`config.mk`:
```
export PLATFORM = sky130hd
export DESIGN_NAME = waySelect
export DESIGN_NICKNAME = d
export VERILOG_FILES = /design/src/hdl/cachePkg.sv /design/src/hdl/waySelect.sv
export SDC_FILE = /design/constraint.sdc
export NUM_CORES = 1
export LEC_CHECK = 0
export ABC_AREA = 1
export BUFFER_PORTS_ARGS = -buffer_cell sky130_fd_sc_hd__buf_2
export CORE_AREA = 8 8 323 325
export CTS_CLUSTER_DIAMETER = 120
export DETAILED_ROUTE_END_ITERATION = 16
export DIE_AREA = 0 0 331 333
export SLEW_MARGIN = 20
export SYNTH_ARGS = -nofsm -noshare
export SYNTH_HDL_FRONTEND = slang
export SYNTH_SLANG_ARGS = --single-unit
```
`constraint.sdc`:
```
create_clock -name clk -period 0.8 [get_ports clk]
set_input_delay 0.04 -clock clk [delete_from_list [all_inputs] [get_ports clk]]
set_output_delay 0.04 -clock clk [all_outputs]
set_load 0.02 [all_outputs]
```
`src/hdl/cachePkg.sv`:
```
package cachePkg;

  // fetch address and data widths
  typedef logic [31:0]  addrT;
  typedef logic [63:0]  wordT;
  typedef logic [255:0] lineT;

  localparam int WORD_BITS = $bits(wordT);
  localparam int LINE_BYTES = 32;
  localparam int WORDS_PER_LINE = LINE_BYTES / (WORD_BITS / 8);

  // byte offset inside one line
  localparam int OFFSET_BITS = $clog2(LINE_BYTES);

  // lookup and refill sequencing
  typedef enum logic [2:0] {
    IDLE,
    COMPARE,
    REFILL_ADDR,
    REFILL_DATA,
    RESPOND
  } ctrlStateT;

endpackage
```
`src/hdl/waySelect.sv`:
```
module waySelect #(
  parameter int NUM_WAYS = 2
) (
  input  logic                                 clk,
  input  logic                                 rst_n,
  input  logic [NUM_WAYS-1:0]                  hit_i,
  input  cachePkg::lineT [NUM_WAYS-1:0]        wayLine_i,
  input  cachePkg::lineT                       refillLine_i,
  input  logic                                 refillSel_i,
  input  logic                                 selLoad_i,
  input  logic [1:0]                           wordOffset_i,
  output cachePkg::wordT                       rdData_o,
  output logic                                 dataOk_o
);

  cachePkg::lineT hitLine;
  cachePkg::lineT srcLine;

  // hit vector is one-hot, so an OR of masked lines is enough
  always_comb begin
    hitLine = '0;
    for (int w = 0; w < NUM_WAYS; w++) begin
      if (hit_i[w]) begin
        hitLine = hitLine | wayLine_i[w];
      end
    end
  end

  assign srcLine = refillSel_i ? refillLine_i : hitLine;

  always_ff @(posedge clk) begin
    if (selLoad_i) begin
      rdData_o <= srcLine[wordOffset_i * cachePkg::WORD_BITS +: cachePkg::WORD_BITS];
    end
  end

  always_ff @(posedge clk or negedge rst_n) begin
    if (!rst_n) begin
      dataOk_o <= 1'b0;
    end else begin
      dataOk_o <= selLoad_i;
    end
  end

  // a line lives in at most one way
  hitOneHot: assert property (
    @(posedge clk) disable iff (!rst_n)
    $onehot0(hit_i)
  );

endmodule

```
# [Word level (Yosys, flattened, before mapping)]
# Index checks and enable logic that the tools add are counted.
# W data, S select, Z words.
[op_classes] shifts=1 mux=3 n_bitwise=1
[ops] cell="$mux W256" n=3
[ops] cell="$or A256 B256 Y256" n=1
[ops] cell="$shiftx A256 B9 Y64" n=1
[totals] ff_bits=65 input_bits=776 output_inout_bits=65 wordCells=7

# [Longest topological paths before layout]
# Gate-level depths: netlist of the first run.
[depth] word_depth=5 mapped_depth=9

# [Worst setup path after synthesis of the first run]
# Ideal clock, no wire load.
[synth_timing] path_kind="input to register" from="input port wordOffset_i[0]" to="register rdData_o[23] (data pin)" setup_time_ps=253 t_arrival_ps=741 required_time_ps=547 slack_ps=-194 cell_stages=8 n_path_buf=2 path_cell_list="inv_1 > buf_4 > clkbuf_1 > nor2_1 > nand2_1 > nand2_1 > nand2_1 > nand2_1"
[synth_between] elab_chain_len=1
[synth_lines] element="from (decl)" line="waySelect.sv:11" rtl="input logic [1:0] wordOffset_i,"
[synth_lines] element="$shiftx A256 B9 Y64" line="waySelect.sv:33" rtl="rdData_o <= srcLine[wordOffset_i * cachePkg::WORD_BITS +: cachePkg::WORD_BITS];"
[synth_lines] element="to (signal assigned)" line="waySelect.sv:33"
[synth_lines] element="to (decl)" line="waySelect.sv:12" rtl="output cachePkg::wordT rdData_o,"
# Every way passes these cells.
# A chain may end at the register's enable or synchronous reset.

# [Worst setup path after layout of the first run]
[layout_timing] from="register rdData_o[48]" to="output port rdData_o[48]"
# No word-level cell between the ends.

==> results.toml, run 1 <==
[run_status]
status = "finished with violations"
violations = "setup timing"

[flow_run]
drv_cap = 0

[die]
initial_core_util = 0.102
die_x_um = 331
coreArea_um2 = 99300
pin_count = 841
fp-row-count = 116
die_h_um = 333
fp.dieArea_um2 = 110000

[synthesis]
async_reset_ff_frac = 0.0154
synth_warnings = 0
yosys.area.top_type = "nand2_1"
ys_ff_latch = 65
seq_area_frac_synth = 0.193
synth_area_leaders = "nand2_1, edfxtp_1, nor2_1"
synthTopCellsByCount = "nand2_1, nor2_1, nand3_1"
synth_edf_count = 64
synth_top_area_share = 0.404
synth_fp_nets = 2853
synth-main-ff-cell = "edfxtp_1"
syn_area_um2 = 10100
synth_cell_type_count = 12
post-synth-top-count-cell = "nand2_1"
syn-instance-count = 2077
synth.avg_cell_area_um2 = 4.87

[route]
vias = 18481
drtIter0Drc = 1379
drtAntennaViolNets = 0
wl_mm = 116
drc = 0
wl_per_cell_um = 26.4
viasPerCell = 4.21
drt-pass1-iter-count = 5

[pwr]
pwr-share-comb = 0.591
internal_power_uw = 12600
p_sw_uw = 9480
p_leak_uw = 0.0117
p_sw_frac = 0.428
ir_drop_v = 0.000914
powerDensity_nw_per_um2 = 967
p_seq_frac = 0.205
power.share.clock = 0.205

[grt]
grt_util_met3 = 0.0503
grt.busiest_layer = "met2"
grt_pass1_wl_mm = 151
overflow = 0
antenna_found_initial = 71
met2_usage = 0.320
grt_max_degree = 34
met1_usage = 0.256
grt_usage = 0.196
first_global_vias = 18637

[sta]
clock.fmax_mhz = 841
report.final.slew_viol_count = 0
rsz0062_at_grt = "true"
fin_crit_sh = 1.49
setup_slack_ps = -388
layout_min_cycle_time_ps = 1190
setup_viol_count_final = 129
holdWs_ps = 85.1
slew_headroom = 0.782
worstMarginPinSlew_ps = 327
hold_viol = 0

[worst_hold_path]
hold_path_class = "in -> reg"
min_from = "wayLine_i[494]"

[layout]
num-nets-final = 3845
final_cell_area_um2 = 22900
syn2layout_area_growth_pct = 126
fillerInstances = 11275
layout-drive-gt1-share = 0.515
stdcell_count = 4392

[critical_path]
crit_family = "flip-flops"
critPathMaxStageDelay_ps = 540
worst-path-buf-inv = 1
startpoint = "rdData_o[48]"
cp_slowest_cell = "edfxtp_1"
critPathMaxFanout = 1
worst_setup_path_end_kind = "output port"
crit_type = "reg -> out"
cp_data_arrival_time_ps = 1150
start_kind = "flop"
crit_chain = "buf_6"
crit_required_ps = 760

[clock_tree]
cts_inserted_buffers = 9
cts_tree = "built"
htree_num_levels = 3
clockBufferDepth = 2
clock-root-buffer = "clkbuf_16"
clkTransAtPathRegs_ps = 80
cts.sinks = 65

[place]
gp_congestion = 0.942
dp_slack_ps = -838
port-buffer-count = 840
dp_cells = 4215
hpwl_mm = 84.1
placement.cell_area_um2 = 16700
## layer usage
metal  wire, um  share of wire  up-vias
met5        229         0.0020        -
met4       3260          0.028       34
met3      11100          0.096      215
met2      52600           0.45     1104
met1      48700           0.42     8669
li1           -              -     8459
## sequential cells by signal, summed over array words and instances (netlist names)
name / count
dataOk_o: 1
rdData_o: 64
## power groups by stage
stage,combinational [uW],sequential (uW),clock [uW]
finish,13100,4530,4530
global route,13900,4550,4820
CTS,12200,4510,4790
detailed placement,8930,4490,0
global placement,8940,4510,0
floorplan,3920,4890,0
## worst paths after layout
kind	slack [ps]	cells past startpoint	endpoint
hold / removal	90	7	rdData_o[46]
min in group asynchronous	510	3	dataOk_o
setup / recovery	-390	1	rdData_o[48]
max in group asynchronous	190	3	dataOk_o
## placed cells by master, fill, tap and decap left out, types with 65 or more instances in the layout
cell / count
nand2_1: 913
buf_2: 772
nor2_1: 241
nand3_1: 170
nand2_2: 140
buf_6: 99
buf_4: 92
nand3_2: 80
nor2_4: 74
nor2_2: 69
buf_12: 65
## area by class of cell
class / instances / area [um2] / share of cell area
repair buffers: 1126 / 9320 / 0.407
clock buffers: 11 / 233 / 0.0102
inverters: 67 / 297 / 0.0130
well taps: 1298 / 1620 / 0.0710
multi-input cells: 1792 / 9130 / 0.399
clock inverters: 4 / 45.0 / 0.00197
flip-flops and latches: 65 / 1950 / 0.0851
repair inverters: 8 / 230 / 0.0101
diodes: 21 / 52.6 / 0.00230
## cell families after synthesis
| family | synth area share |
|---|---|
| AND/OR/NAND/NOR | 0.673 |
| buffers and inverters | 0.102 |
| AO/OA/AOI/OAI | 0.0317 |
| flip-flops | 0.193 |
## through the flow
| stage | utilization | setup TNS (ps) | total power (uW) |
|---|---|---|---|
| after floorplan | - | -3990 | 8810 |
| after global placement | 0.169 | -40160 | 13400 |
| after detailed placement | 0.169 | -40960 | 13400 |
| after CTS | 0.215 | -21930 | 21500 |
| after global routing | 0.230 | -28810 | 23300 |
| final | 0.230 | -23140 | 22100 |
## repair_timing
action | in CTS | in global routing
gates resized for setup | 661 | 283
cloned | 58 | 11
endpoints found under the hold margin | 2 | 0
setup buffers | 49 | 31
pin swaps | 215 | 168
hold buffers | 3 | 0
setup endpoints to repair | 129 | 129
Power figures use the tool's default switching activity.
==> inputs of run 2 (changes only) <==
--- a/config.mk
+++ b/config.mk
@@ -7,10 +7,10 @@
 export LEC_CHECK = 0
 export ABC_AREA = 1
 export BUFFER_PORTS_ARGS = -buffer_cell sky130_fd_sc_hd__buf_2
-export CORE_AREA = 8 8 323 325
+export CORE_AREA = 8 8 321 323
 export CTS_CLUSTER_DIAMETER = 120
 export DETAILED_ROUTE_END_ITERATION = 16
-export DIE_AREA = 0 0 331 333
+export DIE_AREA = 0 0 329 331
 export SLEW_MARGIN = 20
 export SYNTH_ARGS = -nofsm -noshare
 export SYNTH_HDL_FRONTEND = slang
==> run 2 against run 1 <==
The flow still finishes with violations (setup timing). Fmax about the same. Sequential power about the same. Worst hold slack got worse by 12 ps. Die area down 1.2%.
==> results.toml, run 2 (synthesis results as in run 1) <==
[sta]
layout_min_cycle_time_ps = 1190
report.final.slew_viol_count = 0
clock.fmax_mhz = 842
setup_viol_count_final = 129
holdWs_ps = 73.1
worstMarginPinSlew_ps = 694
rsz0062_at_grt = "true"
setup_tns_ps = -25540
setup_slack_ps = -388
hold_viol = 0
fin_crit_sh = 1.48
slew_headroom = 0.537

[route]
vias = 18636
drt-pass1-iter-count = 5
wl_per_cell_um = 26.0
wl_mm = 113
viasPerCell = 4.27
drtIter0Drc = 1548
drc = 0
drtAntennaViolNets = 0

[pwr]
ir_drop_v = 0.000667
powerDensity_nw_per_um2 = 987
p_leak_uw = 0.0112

[place]
port-buffer-count = 840
gp_congestion = 0.983
dp_cells = 4228
hpwl_mm = 87.1

[die]
fp-row-count = 115
die_x_um = 329
initial_core_util = 0.103
pin_count = 841
die_h_um = 331
coreArea_um2 = 97700
fp.dieArea_um2 = 109000

[layout]
layout-drive-gt1-share = 0.477
syn2layout_area_growth_pct = 114
fillerInstances = 11213
final_common_cell = "nand2_1"
stdcell_count = 4361
num-nets-final = 3824
reg_top3 = "rdData_o (64), dataOk_o (1)"
regMostFlops = "rdData_o"
final_cell_mix = "nand2_1, buf_2, nor2_1"
utilization = 0.222
largest_reg_flops = 64

[clock_tree]
clockBufferDepth = 2
cts_tree = "built"
clock-root-buffer = "clkbuf_16"
cts.sinks = 65
htree_num_levels = 3
cts_inserted_buffers = 9
clkTransAtPathRegs_ps = 80

[run_status]
violations = "setup timing"
status = "finished with violations"

[critical_path]
critPathMaxFanout = 1
cp_data_arrival_time_ps = 1150
start_kind = "flop"
crit_required_ps = 760
worst_setup_path_end_kind = "output port"
crit_type = "reg -> out"

[grt]
grt_pass1_wl_mm = 148
antenna_found_initial = 73
grt_usage = 0.195
overflow = 0
first_global_vias = 18546
grt_max_degree = 36

[flow_run]
drv_cap = 0

[worst_hold_path]
hold_path_class = "in -> reg"
min_path_cells = 2
==> run 2: changes by cell type in the layout (fill, tap and decap cells not counted), sizes merged <==
cell | previous run | this run
buf | 1108 | 1095
inv | 67 | 69
clkbuf | 21 | 16
bufbuf | 5 | 7
clkinv | 11 | 6
dlygate4sd3 | 3 | 2
==> run 2: cell type report <==
class	count	area, um2	area share
Multi-Input combinational cell	1792	8790	0.406
Timing Repair Buffer	1109	8590	0.397
Sequential cell	65	1950	0.0900
Tap cell	1287	1610	0.0744
Inverter	67	288	0.0133
Clock buffer	11	233	0.0108
Timing Repair inverter	4	90.1	0.00416
Antenna cell	21	52.6	0.00243
Clock inverter	5	46.3	0.00214
==> run 2: worst paths after layout <==
kind	start	endpoint	slack, ps
max	rdData_o[48]	rdData_o[48]	-390
min	selLoad_i	dataOk_o	70
max in group asynchronous	rst_n	dataOk_o	220
min in group asynchronous	rst_n	dataOk_o	480
==> run 2: report_power, final <==
part | total (uW) | leakage [uW] | internal (uW) | switching [uW]
Clock | 4630 | 0.000136 | 2390 | 2230
Combinational | 12200 | 0.0104 | 5570 | 6600
Sequential | 4560 | 0.000635 | 4240 | 327
Total | 21400 | 0.0112 | 12200 | 9160
==> run 2: what timing repair did <==
action                                  4_1_cts  5_1_grt
setup buffers                                55       20
pin swaps                                   179      181
gates cloned                                 37        5
hold endpoints to repair                      1        0
gates resized for setup                     528      275
hold buffers                                  2        0
endpoints found under the setup margin      129      129
==> run 2: critical path: stages (launching register included) <==
cell	delay (ps)
edfxtp_1	440
buf_12	170
buf_8	120
==> run 2: through the flow <==
step	total power [uW]	setup slack, ps	cell area, um2
final	21400	-388	21600
after global routing	22500	-445	21600
after CTS	21000	-438	20600
after detailed placement	13600	-766	16900
after global placement	13600	-776	16900
after floorplan	8810	-62.7	10800
==> run 2: per-layer routing <==
metal,vias to the layer above,part of all wire,global-route usage
met5,-,0.0024,0
met4,44,0.040,0.0722
met3,255,0.097,0.0559
met2,1167,0.45,0.315
met1,8760,0.41,0.247
li1,8410,-,-
