--- src/hdl/axiLitePkg.sv ---
package axiLitePkg;

  typedef logic [31:0] axiAddrT;
  typedef logic [63:0] axiDataT;
  typedef logic [7:0]  axiStrbT;
  typedef logic [2:0]  axiProtT;
  typedef logic [1:0]  axiRespT;

  // response codes
  localparam axiRespT RESP_OKAY   = 2'b00;
  localparam axiRespT RESP_EXOKAY = 2'b01;
  localparam axiRespT RESP_SLVERR = 2'b10;
  localparam axiRespT RESP_DECERR = 2'b11;

  // read address channel, master to slave
  typedef struct packed {
    axiAddrT araddr;
    axiProtT arprot;
    logic    arvalid;
  } axiArT;

  // read data channel, slave to master
  typedef struct packed {
    axiDataT rdata;
    axiRespT rresp;
    logic    rvalid;
  } axiRT;

  // write channels
  typedef struct packed {
    axiAddrT awaddr;
    axiProtT awprot;
    logic    awvalid;
  } axiAwT;

  typedef struct packed {
    axiDataT wdata;
    axiStrbT wstrb;
    logic    wvalid;
  } axiWT;

  typedef struct packed {
    axiRespT bresp;
    logic    bvalid;
  } axiBT;

endpackage

--- src/hdl/cachePkg.sv ---
package cachePkg;

  // fetch address and data widths
  typedef logic [31:0]  addrT;
  typedef logic [63:0]  wordT;
  typedef logic [255:0] lineT;

  localparam int WORD_BITS = $bits(wordT);
  localparam int LINE_BYTES = 32;
  localparam int WORDS_PER_LINE = LINE_BYTES / (WORD_BITS / 8);

  // byte offset inside one line
  localparam int OFFSET_BITS = $clog2(LINE_BYTES);

  // lookup and refill sequencing
  typedef enum logic [2:0] {
    IDLE,
    COMPARE,
    REFILL_ADDR,
    REFILL_DATA,
    RESPOND
  } ctrlStateT;

endpackage
--- src/hdl/cacheCtrl.sv ---
module cacheCtrl #(
  parameter int NUM_WAYS = 2,
  parameter int NUM_SETS = 64,
  localparam int INDEX_BITS = $clog2(NUM_SETS),
  localparam int TAG_BITS = $bits(cachePkg::addrT) - INDEX_BITS - cachePkg::OFFSET_BITS
) (
  input  logic                  clk,
  input  logic                  rst_n,
  input  logic                  valid_i,
  input  cachePkg::addrT        addr_i,
  output logic                  addrOk_o,
  input  logic [NUM_WAYS-1:0]   hit_i,
  output logic                  lookupEn_o,
  output cachePkg::addrT        lookupAddr_o,
  output logic [NUM_WAYS-1:0]   fillEn_o,
  output logic [INDEX_BITS-1:0] fillIndex_o,
  output logic [TAG_BITS-1:0]   fillTag_o,
  output cachePkg::lineT        fillLine_o,
  output logic                  refillSel_o,
  output logic                  selLoad_o,
  output logic [1:0]            wordOffset_o,
  output axiLitePkg::axiArT     axiAr_o,
  input  logic                  arready_i,
  input  axiLitePkg::axiRT      axiR_i,
  output logic                  rready_o
);

  localparam int WAY_BITS = $clog2(NUM_WAYS);

  cachePkg::ctrlStateT state;
  cachePkg::ctrlStateT nextState;

  cachePkg::addrT               reqAddr;
  cachePkg::lineT               lineReg;
  logic [1:0]                   beat;
  logic [NUM_SETS-1:0][WAY_BITS-1:0] rrPtr;
  logic [INDEX_BITS-1:0]        reqIndex;
  logic [WAY_BITS-1:0]          victim;
  logic [WAY_BITS-1:0]          nextPtr;
  logic                         anyHit;
  logic                         accept;
  logic                         beatTaken;
  logic                         lastBeat;

  assign anyHit = |hit_i;
  assign reqIndex = reqAddr[cachePkg::OFFSET_BITS +: INDEX_BITS];
  assign victim = rrPtr[reqIndex];
  assign nextPtr = (victim == WAY_BITS'(NUM_WAYS - 1)) ? '0 : victim + 1'b1;

  // a new request can go in while idle or right behind a hit
  assign addrOk_o = (state == cachePkg::IDLE) || (state == cachePkg::COMPARE && anyHit);
  assign accept = valid_i && addrOk_o;

  // arrays are read on the accepting edge
  assign lookupEn_o = accept;
  assign lookupAddr_o = addr_i;

  assign beatTaken = rready_o && axiR_i.rvalid;
  assign lastBeat = (beat == 2'(cachePkg::WORDS_PER_LINE - 1));

  always_comb begin
    nextState = state;
    case (state)
      cachePkg::IDLE: begin
        if (valid_i) begin
          nextState = cachePkg::COMPARE;
        end
      end
      cachePkg::COMPARE: begin
        if (!anyHit) begin
          nextState = cachePkg::REFILL_ADDR;
        end else if (!valid_i) begin
          nextState = cachePkg::IDLE;
        end
      end
      cachePkg::REFILL_ADDR: begin
        if (arready_i) begin
          nextState = cachePkg::REFILL_DATA;
        end
      end
      cachePkg::REFILL_DATA: begin
        if (axiR_i.rvalid) begin
          nextState = lastBeat ? cachePkg::RESPOND : cachePkg::REFILL_ADDR;
        end
      end
      default: begin
        nextState = cachePkg::IDLE;
      end
    endcase
  end

  always_ff @(posedge clk or negedge rst_n) begin
    if (!rst_n) begin
      state <= cachePkg::IDLE;
      beat <= '0;
    end else begin
      state <= nextState;
      // wraps back to zero after the last beat
      if (beatTaken) begin
        beat <= beat + 1'b1;
      end
    end
  end

  always_ff @(posedge clk) begin
    if (accept) begin
      reqAddr <= addr_i;
    end
    if (beatTaken) begin
      lineReg[beat * cachePkg::WORD_BITS +: cachePkg::WORD_BITS] <= axiR_i.rdata;
    end
  end

  // per-set victim pointer, moves on every fill of that set
  always_ff @(posedge clk or negedge rst_n) begin
    if (!rst_n) begin
      rrPtr <= '0;
    end else if (state == cachePkg::RESPOND) begin
      rrPtr[reqIndex] <= nextPtr;
    end
  end

  always_comb begin
    fillEn_o = '0;
    if (state == cachePkg::RESPOND) begin
      fillEn_o[victim] = 1'b1;
    end
  end

  assign fillIndex_o = reqIndex;
  assign fillTag_o = reqAddr[cachePkg::OFFSET_BITS + INDEX_BITS +: TAG_BITS];
  assign fillLine_o = lineReg;

  // word goes out either from a hitting way or from the fresh line
  assign selLoad_o = (state == cachePkg::COMPARE && anyHit) || (state == cachePkg::RESPOND);
  assign refillSel_o = (state == cachePkg::RESPOND);
  assign wordOffset_o = reqAddr[cachePkg::OFFSET_BITS-1 -: 2];

  // beat address is line base plus 8 per beat
  assign axiAr_o.araddr = {reqAddr[$bits(cachePkg::addrT)-1:cachePkg::OFFSET_BITS], beat, 3'b000};
  // unprivileged, secure, instruction fetch
  assign axiAr_o.arprot = 3'b100;
  assign axiAr_o.arvalid = (state == cachePkg::REFILL_ADDR);
  assign rready_o = (state == cachePkg::REFILL_DATA);

  arAddrStable: assert property (
    @(posedge clk) disable iff (!rst_n)
    axiAr_o.arvalid && !arready_i |=> axiAr_o.arvalid && $stable(axiAr_o.araddr)
  );

  fillOneHot: assert property (
    @(posedge clk) disable iff (!rst_n)
    $onehot0(fillEn_o)
  );

  // error responses are stored as data, just record that they occur
  errorBeat: cover property (
    @(posedge clk) disable iff (!rst_n)
    beatTaken && axiR_i.rresp != axiLitePkg::RESP_OKAY
  );

endmodule

--- config.mk ---
export PLATFORM = sky130hd
export DESIGN_NAME = cacheCtrl
export DESIGN_NICKNAME = d
export VERILOG_FILES = /design/src/hdl/axiLitePkg.sv /design/src/hdl/cachePkg.sv /design/src/hdl/cacheCtrl.sv
export SDC_FILE = /design/constraint.sdc
export NUM_CORES = 1
export LEC_CHECK = 0
export BUFFER_PORTS_ARGS = -buffer_cell sky130_fd_sc_hd__clkbuf_2
export CAP_MARGIN = 15
export CORE_MARGIN = 5
export CORE_UTILIZATION = 51
export CTS_CLUSTER_DIAMETER = 40
export CTS_CLUSTER_SIZE = 14
export DETAILED_ROUTE_END_ITERATION = 6
export PLACE_DENSITY_LB_ADDON = 0.08
export SLEW_MARGIN = 10
export SYNTH_ARGS = -nofsm -noshare
export SYNTH_HDL_FRONTEND = slang
export SYNTH_SLANG_ARGS = --single-unit
--- constraint.sdc ---
create_clock -name clk -period 4.2 [get_ports clk]
set_input_delay 1.05 -clock clk [delete_from_list [all_inputs] [get_ports clk]]
set_output_delay 1.05 -clock clk [all_outputs]
set_load 0.02 [all_outputs]
Yosys cells after proc, flatten, opt, wreduce, memory -nomap -nowiden. Cells that the tools add are included. W data, S select, Z words.

Register bits: 357. Input port bits: 105. Output and inout port bits: 360. Logic and storage cells: 113.

$add $sub $neg: 3. Magnitude comparators: 4. Equality and inequality tests: 9. Shifts and indexed selects: 2. Multiplexer cells: 17. Reductions and logical operators: 10.

Operators by type and width (number): $bwmux W256 (1); $shift A64 B34 Y256 const A (1); $shiftx A64 B34 Y256 (1); $bwmux W64 (1); $neg A8 Y34 (1); $mux W3 (6); $pmux W3 S4 (1); $lt A6 B7 Y1 const B (1); $bmux W1 S6 (1); $demux W1 S6 (1); $eq A3 B2 Y1 const B (2); $ge A6 B1 Y1 const B (1); $logic_and A1 B1 Y1 (5); $mux W1 (4); $ne A2 B2 Y1 const B (2); $reduce_and A4 Y1 (1); $eq A3 B1 Y1 const B (1); $eq A3 B3 Y1 const B (1); $logic_not A3 Y1 (1); $ne A3 B3 Y1 const B (1); $add A2 B1 Y2 const B (1); $eq A2 B2 Y1 const B (1); $logic_or A1 B1 Y1 (2); $lt A1 B2 Y1 const B (1); 6 further kinds (6).

Longest topological paths before layout. Gate-level depths: netlist (run 1).

Depth after elaboration: 7. Gate-level depth with buffers: 9. Depth with buffers taken out: 6.

Least setup slack after synthesis (run 1). No wires, ideal clock.

Path kind: input port to output port. Start point: input hit_i[1]. End point: output lookupEn_o. Data arrival time: 2.559 ns. Data required time: 3.150 ns. Setup slack: 0.591 ns. Stages on the path: 3. Cells stage by stage: nor3_1 > nor3_1 > and2_1.

Longest elaborated chain between the ends: 4.

Ends and longest elaborated chain: from (decl) (RTL line cacheCtrl.sv:12) `input logic [NUM_WAYS-1:0] hit_i,`; $reduce_or A2 Y1 (RTL line cacheCtrl.sv:45) `assign anyHit = |hit_i;`; $logic_and A1 B1 Y1 (RTL line cacheCtrl.sv:51) `assign addrOk_o = (state == cachePkg::IDLE) || (state == cachePkg::COMPARE && anyHit);`; $logic_or A1 B1 Y1 (RTL line cacheCtrl.sv:51); named net addrOk_o (RTL line cacheCtrl.sv:11) `output logic addrOk_o,`; $logic_and A1 B1 Y1 (RTL line cacheCtrl.sv:52) `assign accept = valid_i && addrOk_o;`; to (decl) (RTL line cacheCtrl.sv:13) `output logic lookupEn_o,`.

The timed path passes the listed nets, and every way through them passes these cells.

Final worst setup path (run 1).
Start point: register reqAddr[10]. End point: output fillEn_o[1].

Longest elaborated chain between the ends: 7. Elaborated cells on any way between the ends: 8. Classes of those cells: order compare (2); mux (5); reduce/logical (1).

Ends and longest elaborated chain: from (decl) (RTL line cacheCtrl.sv:33) `cachePkg::addrT reqAddr;`; from (signal assigned) (RTL line cacheCtrl.sv:107) `reqAddr <= addr_i;`; $bmux W1 S6 * (RTL line cacheCtrl.sv:47) `assign victim = rrPtr[reqIndex];`; $mux W1 (implied by the code) * (RTL line cacheCtrl.sv:47); $lt A1 B2 Y1 (implied by the code) / $ge A1 B1 Y1 (equally long branches) (RTL line cacheCtrl.sv:126) `fillEn_o[victim] = 1'b1;`; $logic_and A1 B1 Y1 (implied by the code) (RTL line cacheCtrl.sv:126); $mux W1 (implied by the code) (RTL line cacheCtrl.sv:126); $demux W1 S1 * (RTL line cacheCtrl.sv:126); $mux W2 * (RTL line cacheCtrl.sv:125) `if (state == cachePkg::RESPOND) begin`; to (decl) (RTL line cacheCtrl.sv:15) `output logic [NUM_WAYS-1:0] fillEn_o,`.

Mark *: on every way between the ends. The rest lies on a longest branch, timed or not. The select of a mux whose other input is x is not followed.

==> results of run 1 <==
## per-stage QoR
stage	cells	setup WS, ps	power [W]	hold WS [ps]
CTS	1806	492.1	0.01076	490.1
global placement	1728	1046	0.007191	470.1
floorplan	1011	590.5	0.006310	453.9
detailed placement	1728	1048	0.007227	475.4
finish	1808	495.8	0.01067	487.9
global route	1808	350.0	0.01112	510.6
## layout make-up
cell class / instances / share of cell area, %
Clock buffer: 49 / 5.952
Antenna cell: 2 / 0.02711
Inverter: 6 / 0.1220
Multi-Input combinational cell: 516 / 20.94
Sequential cell: 354 / 55.72
Timing Repair Buffer: 468 / 13.14
Clock inverter: 29 / 1.498
Tap cell: 384 / 2.603
## per-layer routing
metal	wire length (um)	GRT usage, %	vias up
met3	3148	6.463	70
met4	1347	7.896	0
met1	16290	30.64	4741
met5	0	0	-
li1	-	-	4363
met2	19840	39.20	395
## power breakdown
part           internal (W)  switching (W)
logic              0.000780        0.00175
clock network       0.00210        0.00146
registers           0.00445       0.000138
total               0.00733        0.00335
## cell families (layout without fill, tap and decap cells)
family / Yosys count / in the layout / share of synthesized area [%]
XOR/XNOR: 1 / 1 / 0.05843
flip-flops: 354 / 354 / 68.60
adder cells (fa/ha/maj): 5 / 5 / 0.4173
other: 2 / 8 / 0.05009
AO/OA/AOI/OAI: 152 / 152 / 9.488
AND/OR/NAND/NOR: 320 / 320 / 13.23
multiplexers: 32 / 32 / 2.136
buffers and inverters: 141 / 552 / 6.025
## registers in the layout, summed over array words and instances (netlist names)
register    cells
beat            2
state           3
fillLine_o    256
reqAddr        29
rrPtr          64
## cells in the mapped netlist, drive strengths merged
cell and count:
edfxtp 285, and2 260, buf 99, dfrtp 69
o21ai 67, o41ai 65, clkbuf 36, mux2i 32
nand2 17, a21oi 9, nand3 9, a22oi 8
inv 6, and3 5, ha 5, nor2 5
nor3 5, nor3b 5, or3b 4, nand3b 3
conb 2, nand4 2, nor2b 2, a22o 1
a31oi 1, nand2b 1, nor4b 1, o21a 1
or3 1, xnor2 1
## worst min-delay path, cell delays in order, from the launching register on
cell	delay [ps]
dfrtp_1	330
o21ai_1	70
o41ai_1	50
## layout by cell type, fill, tap and decap left out, drive strengths merged, types with 11 or more instances in the layout
cell type and count:
and2 260, buf 19, clkbuf 498, clkinv 11, dfrtp 69, edfxtp 285, inv 13, mux2i 32
nand2 17, o21ai 67, o41ai 65
## worst max-delay path by stage
stage               cells after the start          end  slack (ps)   startpoint
floorplan                               3   lookupEn_o         590     hit_i[1]
global placement                        6  fillEn_o[1]        1050  reqAddr[10]
detailed placement                      6  fillEn_o[1]        1050  reqAddr[10]
CTS                                     6  fillEn_o[1]         490  reqAddr[10]
global route                            6  fillEn_o[1]         350  reqAddr[10]
finish                                  6  fillEn_o[1]         500  reqAddr[10]
==> results.ini, run 1 <==
[outcome]
run_status = completed

[hold_path]
whs_path_depth = 2
hp-class = flip-flop to flip-flop
hold_start = rrPtr[56]
hold_path_end = rrPtr[56]

[clocking]
hold_buffers = 0
clockRootBuffer = clkbuf_16
cts_resized = 0
clk_pin_slew_ps = 60
numCtsBuffers = 43
clock_path_buffers = 3
h-tree-depth = 2
cts_tree = done
cts_num_sinks = 354
clk_latency_ps = 530
post_cts_buffers = 0

[synthesis]
syn_avg_cell_area_um2 = 14.89
syn-instance-count = 1007
syn-cell-area_mm2 = 0.01499
synth-seq-cells = 354
yosys_warnings = 0
seq_area_frac_synth_pct = 68.60
synth_cell_types = 41
yosys-top-cells-area = edfxtp_1, dfrtp_1, and2_1, o41ai_2, buf_4
yosys.area.top_type = edfxtp_1
synth_top_area_share_pct = 57.08

[pwr]
ir_drop_mv = 0.3900
leakage_nw = 7.891
pwr_density_cell_mw_per_mm2 = 578.2

[grt]
grt_pass1_vias = 9538
track_usage_pct = 23.72
grt_max_degree = 65
antenna_found_initial = 2
gr-total-overflow = 0
grt_pass1_wl_um = 60350

[floorplan]
ios = 465
die_w_um = 181.5
core_mm2 = 0.02886
die_h_um = 181.5
initial_core_util_pct = 51.96
num_rows = 62
fp.dieArea_mm2 = 0.03293

[flow_run]
cap_violations = 0

[final_layout]
postLayoutCoreUtil_pct = 63.96
final_area_mm2 = 0.01846
fillerInstances = 2255
seq_area_mm2 = 0.01028
multiInputGateArea_mm2 = 0.003865
syn2layout_area_growth_pct = 23.11
fin_nets = 1499
final_layout_size_suffix_gt1_share_pct = 42.69

[setup_path]
worstReg2RegStart = reqAddr[10]
worst_setup_path_end_kind = output port
path_class = flip-flop to output port
startpoint_type = flip-flop
cp_top_family = simple AND/OR/NAND/NOR gates
r2r_cells = 6
cp_slowest_cell = or3b_1
cp.arrival_ps = 2650
critPathBufInv = 1
cpPeakStageDelay_ps = 740
cp.required_ps = 3150
reg2reg_to = rrPtr[57]
cp_cell_sequence = or3b_1, a21oi_1, nand3_1, nand4_4, o21a_1, clkbuf_2
cp_max_fo = 17
rrSetupSlack_ps = 1170

[placement]
portBuffers = 450
gp_congestion = 0.8020
post_dp_cell_area_mm2 = 0.01708
dp_hpwl_um = 26780

[sta]
finalSetupViolCount = 0
finalCritPeriodShare_pct = 88.20
fin_setup_tns_ps = 0
min_period_ps = 3704
finalHoldViolCount = 0
rsz0062_at_grt = false
fmax_mhz = 270.0
tightest_slew_ps = 1057
drv_slew = 0
slew_headroom_pct = 29.55
fin_skew_ps = 25.20

[route]
drt-wirelength-per-cell_um = 22.47
num_vias = 9569
finalWirelength_um = 40630
drt_iter0_drc = 774
viasPerCell = 5.293
firstDrtPassIters = 5
drcViolationCount = 0
postRouteAntennaNets = 0

Power figures use the tool's default switching activity.
==> inputs of run 2 (changes only) <==
--- a/config.mk
+++ b/config.mk
@@ -8,10 +8,11 @@
 export BUFFER_PORTS_ARGS = -buffer_cell sky130_fd_sc_hd__clkbuf_2
 export CAP_MARGIN = 15
-export CORE_MARGIN = 5
-export CORE_UTILIZATION = 51
+export CORE_AREA = 2 2 180 182
 export CTS_CLUSTER_DIAMETER = 40
 export CTS_CLUSTER_SIZE = 14
 export DETAILED_ROUTE_END_ITERATION = 6
+export DIE_AREA = 0 0 182 184
 export PLACE_DENSITY_LB_ADDON = 0.08
+export SKIP_CTS_REPAIR_TIMING = 1
 export SLEW_MARGIN = 10
 export SYNTH_ARGS = -nofsm -noshare
==> constraint.sdc (replaced) <==
create_clock -name clk -period 4.2 [get_ports clk]
set_input_delay 0.84 -clock clk [delete_from_list [all_inputs] [get_ports clk]]
set_output_delay 0.84 -clock clk [all_outputs]
set_load 0.02 [all_outputs]
==> results.ini, run 2 (synthesis results as in run 1) <==
[final_layout]
fin_nets = 1507  ; +0.53%
syn2layout_area_growth_pct = 25.12
largest_register_ffs = 256  ; unchanged
final_cell_mix = clkbuf_2, edfxtp_1, and2_1
final_common_cell = clkbuf_2
final_layout_size_suffix_gt1_share_pct = 43.48  ; +0.80 points

[sta]
finalSetupViolCount = 0  ; unchanged
finalCritPeriodShare_pct = 83.90  ; -4.3 points
fin_skew_ps = 15.27  ; -9.926 ps
min_period_ps = 3524  ; -180.2 ps
slew_headroom_pct = 28.02  ; -1.5 points
rsz0062_at_grt = false
tightest_slew_ps = 1080  ; +22.96 ps
fin_setup_tns_ps = 0  ; unchanged
drv_slew = 0  ; unchanged
holdWs_ps = 483.3  ; -4.632 ps
finalHoldViolCount = 0  ; unchanged
worst_slack_ps = 676.0  ; +180.2 ps
fmax_mhz = 283.8  ; +5.1%

[setup_path]
worst_setup_path_end_kind = output port
cp.arrival_ps = 2680  ; +30 ps
path_class = flip-flop to output port
startpoint_type = flip-flop
cp_max_fo = 17  ; unchanged
cp.required_ps = 3360  ; +210 ps

[clocking]
h-tree-depth = 2  ; unchanged
clock_path_buffers = 3  ; unchanged
clk_pin_slew_ps = 60  ; about the same
clk_latency_ps = 550  ; +20 ps
cts_tree = done
numCtsBuffers = 47  ; +9.3%
clockRootBuffer = clkbuf_16
cts_num_sinks = 354  ; unchanged

[grt]
grt_pass1_vias = 9488  ; -0.52%
track_usage_pct = 23.42  ; -0.31 points
antenna_found_initial = 1  ; -1
grt_pass1_wl_um = 59230  ; -1.9%
grt_max_degree = 70  ; +7.7%
gr-total-overflow = 0  ; unchanged

[placement]
dp_slack_ps = 1221  ; +173.6 ps
gp_congestion = 0.8164  ; +1.8%
dp_hpwl_um = 26070  ; -2.7%
portBuffers = 450  ; unchanged

[route]
drt_iter0_drc = 512  ; -34%
drcViolationCount = 0  ; unchanged
wl_met2_um = 19550  ; -1.5%
finalWirelength_um = 39990  ; -1.6%
num_vias = 9542  ; -0.28%
top_layer = met4
drt-wirelength-per-cell_um = 21.75  ; -3.2%
met3_length_um = 3014  ; -4.3%
firstDrtPassIters = 4  ; -1
wl_met1_um = 16350  ; +0.36%
viasPerCell = 5.192  ; -1.9%
postRouteAntennaNets = 0  ; unchanged

[pwr]
leakage_nw = 8.046  ; +2.0%
intPower_w = 0.007799  ; +6.5%
swShare_pct = 30.99  ; -0.36 points
combPwrFrac_pct = 23.0  ; -0.7 points
p_sw_w = 0.003503  ; +4.7%
pwr_density_cell_mw_per_mm2 = 602.5  ; +4.2%
clkPwrFrac_pct = 36.5  ; +3.1 points
ir_drop_mv = 0.4263  ; +9.3%
seqPwrFrac_pct = 40.5  ; -2.5 points

[floorplan]
num_rows = 65  ; +4.8%
ios = 465  ; unchanged
die_w_um = 182  ; +0.30%
initial_core_util_pct = 47.76  ; -4.2 points
fp.dieArea_mm2 = 0.03349  ; +1.7%
die_h_um = 184  ; +1.4%
core_mm2 = 0.03139  ; +8.8%

[hold_path]
hp-class = input pin to flip-flop

[outcome]
run_status = completed

[flow_run]
cap_violations = 0  ; unchanged

[run 2: cell count changes in the layout (fill, tap and decap cells not counted), sizes merged]
cell	change
buf	+4
clkbuf	+4
bufinv	+3
clkinv	+3
clkinvlp	-3
inv	+2
diode	-1
[run 2: per-stage QoR]
stage | total power, W | cells | area [um2] | util [%]
4_1_cts | 0.01142 | 1837 | 18760 | 59.75
2_1_floorplan | 0.006310 | 1011 | 15010 | -
5_1_grt | 0.01178 | 1838 | 18760 | 59.76
6_report | 0.01130 | 1838 | 18760 | 59.76
3_5_place_dp | 0.007298 | 1750 | 17120 | 54.54
3_3_place_gp | 0.007246 | 1750 | 17120 | 54.54
[run 2: cell type report]
class                      count  area [um2]
antenna                        1       2.502
clock inverter                34       405.4
sequential                   354       10280
tap                          402       503.0
timing repair buffer         472        2442
multi-input combinational    516        3869
clock buffer                  53        1230
fill                        2558       12630
inverter                       6       22.52
[run 2: critical path: stages (launching register included)]
cell	delay, ps
edfxtp_1	560
or3b_1	730
a21oi_1	220
nand3_1	150
nand4_4	140
o21a_1	160
clkbuf_2	170
[run 2: path summary, 6_finish.rpt]
path / startpoint / depth (start not counted) / end / slack [ps]
worst min register to register: rrPtr[53] / 2 / rrPtr[53] / 490
worst max register to register: reqAddr[10] / 6 / rrPtr[59] / 1210
min in group asynchronous: rst_n / 2 / rrPtr[52] / 530
max in group asynchronous: rst_n / 2 / rrPtr[41] / 3090
worst max-delay path: reqAddr[10] / 6 / fillEn_o[1] / 680
worst min-delay path: addr_i[20] / 1 / reqAddr[20] / 480
[run 2: layer usage]
| layer | global-route usage [%] | vias up |
|---|---|---|
| met5 | 0 | - |
| met4 | 8.097 | 0 |
| met3 | 7.072 | 65 |
| met2 | 37.92 | 351 |
| met1 | 30.16 | 4745 |
| li1 | - | 4381 |
[run 2: power groups by stage]
stage	sequential (W)	clock [W]	combinational (W)
floorplan	0.00501	0	0.00130
global placement	0.00464	0	0.00261
detailed placement	0.00465	0	0.00265
CTS	0.00458	0.00419	0.00265
global route	0.00461	0.00434	0.00282
finish	0.00458	0.00412	0.00260
==> inputs of run 3 (changes only) <==
CORE_AREA = default   (was 2 2 180 182)
CORE_UTILIZATION = 46   (was default)
DIE_AREA = default   (was 0 0 182 184)
clock period = 3.1 ns   (was 4.2 ns; I/O delays follow)
==> results.ini, run 3 (synthesis results as in run 1) <==
[clocking]
h-tree-depth = 2  ; unchanged
clk_latency_ps = 540  ; about the same
clockRootBuffer = clkbuf_16
cts_num_sinks = 354  ; unchanged
cts_tree = done
numCtsBuffers = 47  ; unchanged
clk_pin_slew_ps = 50  ; about the same
clock_path_buffers = 3  ; unchanged

[setup_path]
startpoint_type = flip-flop
critPathCapture = fillEn_o[0]
worstReg2RegStart = reqAddr[5]
reg2reg_to = rrPtr[41]
path_class = flip-flop to output port
cp.arrival_ps = 2340  ; -340 ps
cp_max_fo = 17  ; unchanged
worst_setup_path_end_kind = output port
cp.required_ps = 2480  ; -880 ps
rrSetupSlack_ps = 430  ; -780 ps
critPathLaunch = reqAddr[5]
r2r_cells = 8  ; +2

[final_layout]
final_layout_size_suffix_gt1_share_pct = 43.67  ; +0.18 points
final_common_cell = clkbuf_2
fin_nets = 1518  ; +0.73%
postLayoutCoreUtil_pct = 59.79  ; about the same
syn2layout_area_growth_pct = 26.80
largest_register_ffs = 256  ; unchanged
final_cell_mix = clkbuf_2, edfxtp_1, and2_1
final_area_mm2 = 0.01901  ; +1.3%

[grt]
gr-total-overflow = 0  ; unchanged
antenna_found_initial = 1  ; unchanged
grt_pass1_vias = 9237  ; -2.6%
track_usage_pct = 23.39  ; -0.031 points
grt_pass1_wl_um = 58530  ; -1.2%
grt_max_degree = 65  ; -7.1%

[floorplan]
ios = 465  ; unchanged
num_rows = 65  ; unchanged
core_mm2 = 0.03180  ; +1.3%
die_h_um = 182.5  ; -0.80%
initial_core_util_pct = 47.15  ; -0.61 points
fp.dieArea_mm2 = 0.03332  ; -0.50%
die_w_um = 182.5  ; +0.29%

[sta]
finalHoldViolCount = 0  ; unchanged
rsz0062_at_grt = false
fin_skew_ps = 14.73  ; -0.5389 ps
tightest_slew_ps = 1048  ; -31.54 ps
worst_slack_ps = 143.4  ; -532.6 ps
slew_headroom_pct = 30.12  ; +2.1 points
finalSetupViolCount = 0  ; unchanged
drv_slew = 0  ; unchanged
fin_setup_tns_ps = 0  ; unchanged
fmax_mhz = 338.2
finalCritPeriodShare_pct = 95.37
min_period_ps = 2957

[outcome]
run_status = completed

[flow_run]
cap_violations = 0  ; unchanged

[route]
num_vias = 9557  ; +0.16%
postRouteAntennaNets = 0  ; unchanged
viasPerCell = 5.081  ; -2.1%
drt-wirelength-per-cell_um = 21.07  ; -3.2%
drcViolationCount = 0  ; unchanged
firstDrtPassIters = 5  ; +1
finalWirelength_um = 39620  ; -0.90%
drt_iter0_drc = 477  ; -6.8%

[pwr]
leakage_nw = 8.161  ; +1.4%
pwr_density_cell_mw_per_mm2 = 811.8  ; +35%
ir_drop_mv = 0.4606  ; +8.1%
p_total_w = 0.01543  ; +37%

[hold_path]
hp-class = input pin to async pin

[placement]
portBuffers = 450  ; unchanged
post_dp_cell_area_mm2 = 0.01729  ; +0.97%
gp_congestion = 0.8181  ; +0.21%
dp_slack_ps = 469.6  ; -751.6 ps
dp_hpwl_um = 25590  ; -1.8%

run 3: cell types whose count changed in the layout (fill, tap and decap cells not counted), sizes merged:
cell	before	now
inv	15	10
clkinvlp	5	1
bufinv	6	8
clkinv	14	15
buf	23	33
clkbuf	502	508
run 3: area by class of cell:
type                       count  area [um2]
tap                          435       544.3
antenna                        1       2.502
timing repair buffer         483        2630
clock inverter                28       387.9
fill                        2569       12790
inverter                       6       22.52
sequential                   354       10280
clock buffer                  58        1280
multi-input combinational    516        3860
run 3: critical path: stages, from the launching register on:
cell	delay, ps
edfxtp_1	420
buf_4	180
clkbuf_16	200
mux2i_1	200
a22oi_1	110
nand3_1	150
nand4_4	120
nor3_1	210
clkbuf_2	200
run 3: how the worst min path moves through the flow:
stage / start / endpoint / cells past startpoint / slack (ps)
2_1_floorplan: rst_n / beat[0] / 0 / 320
3_3_place_gp: rrPtr[57] / rrPtr[57] / 2 / 470
3_5_place_dp: rrPtr[55] / rrPtr[55] / 2 / 480
4_1_cts: rst_n / rrPtr[54] / 1 / 5
5_1_grt: rst_n / rrPtr[54] / 1 / 30
6_report: rst_n / rrPtr[54] / 1 / 20
run 3: through the flow:
| stage | hold WS, ps | cells |
|---|---|---|
| 6_report | 17.46 | 1881 |
| 3_5_place_dp | 475.9 | 1790 |
| 4_1_cts | 5.467 | 1876 |
| 5_1_grt | 26.77 | 1881 |
| 3_3_place_gp | 469.3 | 1790 |
| 2_1_floorplan | 324.4 | 1011 |
run 3: routing by layer:
metal | part of all wire, % | vias to the layer above | routed length [um] | global-route usage (%)
met2 | 49 | 360 | 19530 | 38.93
met5 | 0 | - | 0 | 0
met1 | 41 | 4718 | 16310 | 30.02
met3 | 7.2 | 67 | 2837 | 6.047
met4 | 2.4 | 0 | 945 | 7.025
li1 | - | 4412 | - | -
run 3: where the power goes:
group / switching [W] / internal (W) / total (W)
clock network: 0.00207 / 0.00363 / 0.00570
registers: 0.000177 / 0.00602 / 0.00620
logic: 0.00238 / 0.00116 / 0.00354
total: 0.00463 / 0.0108 / 0.0154
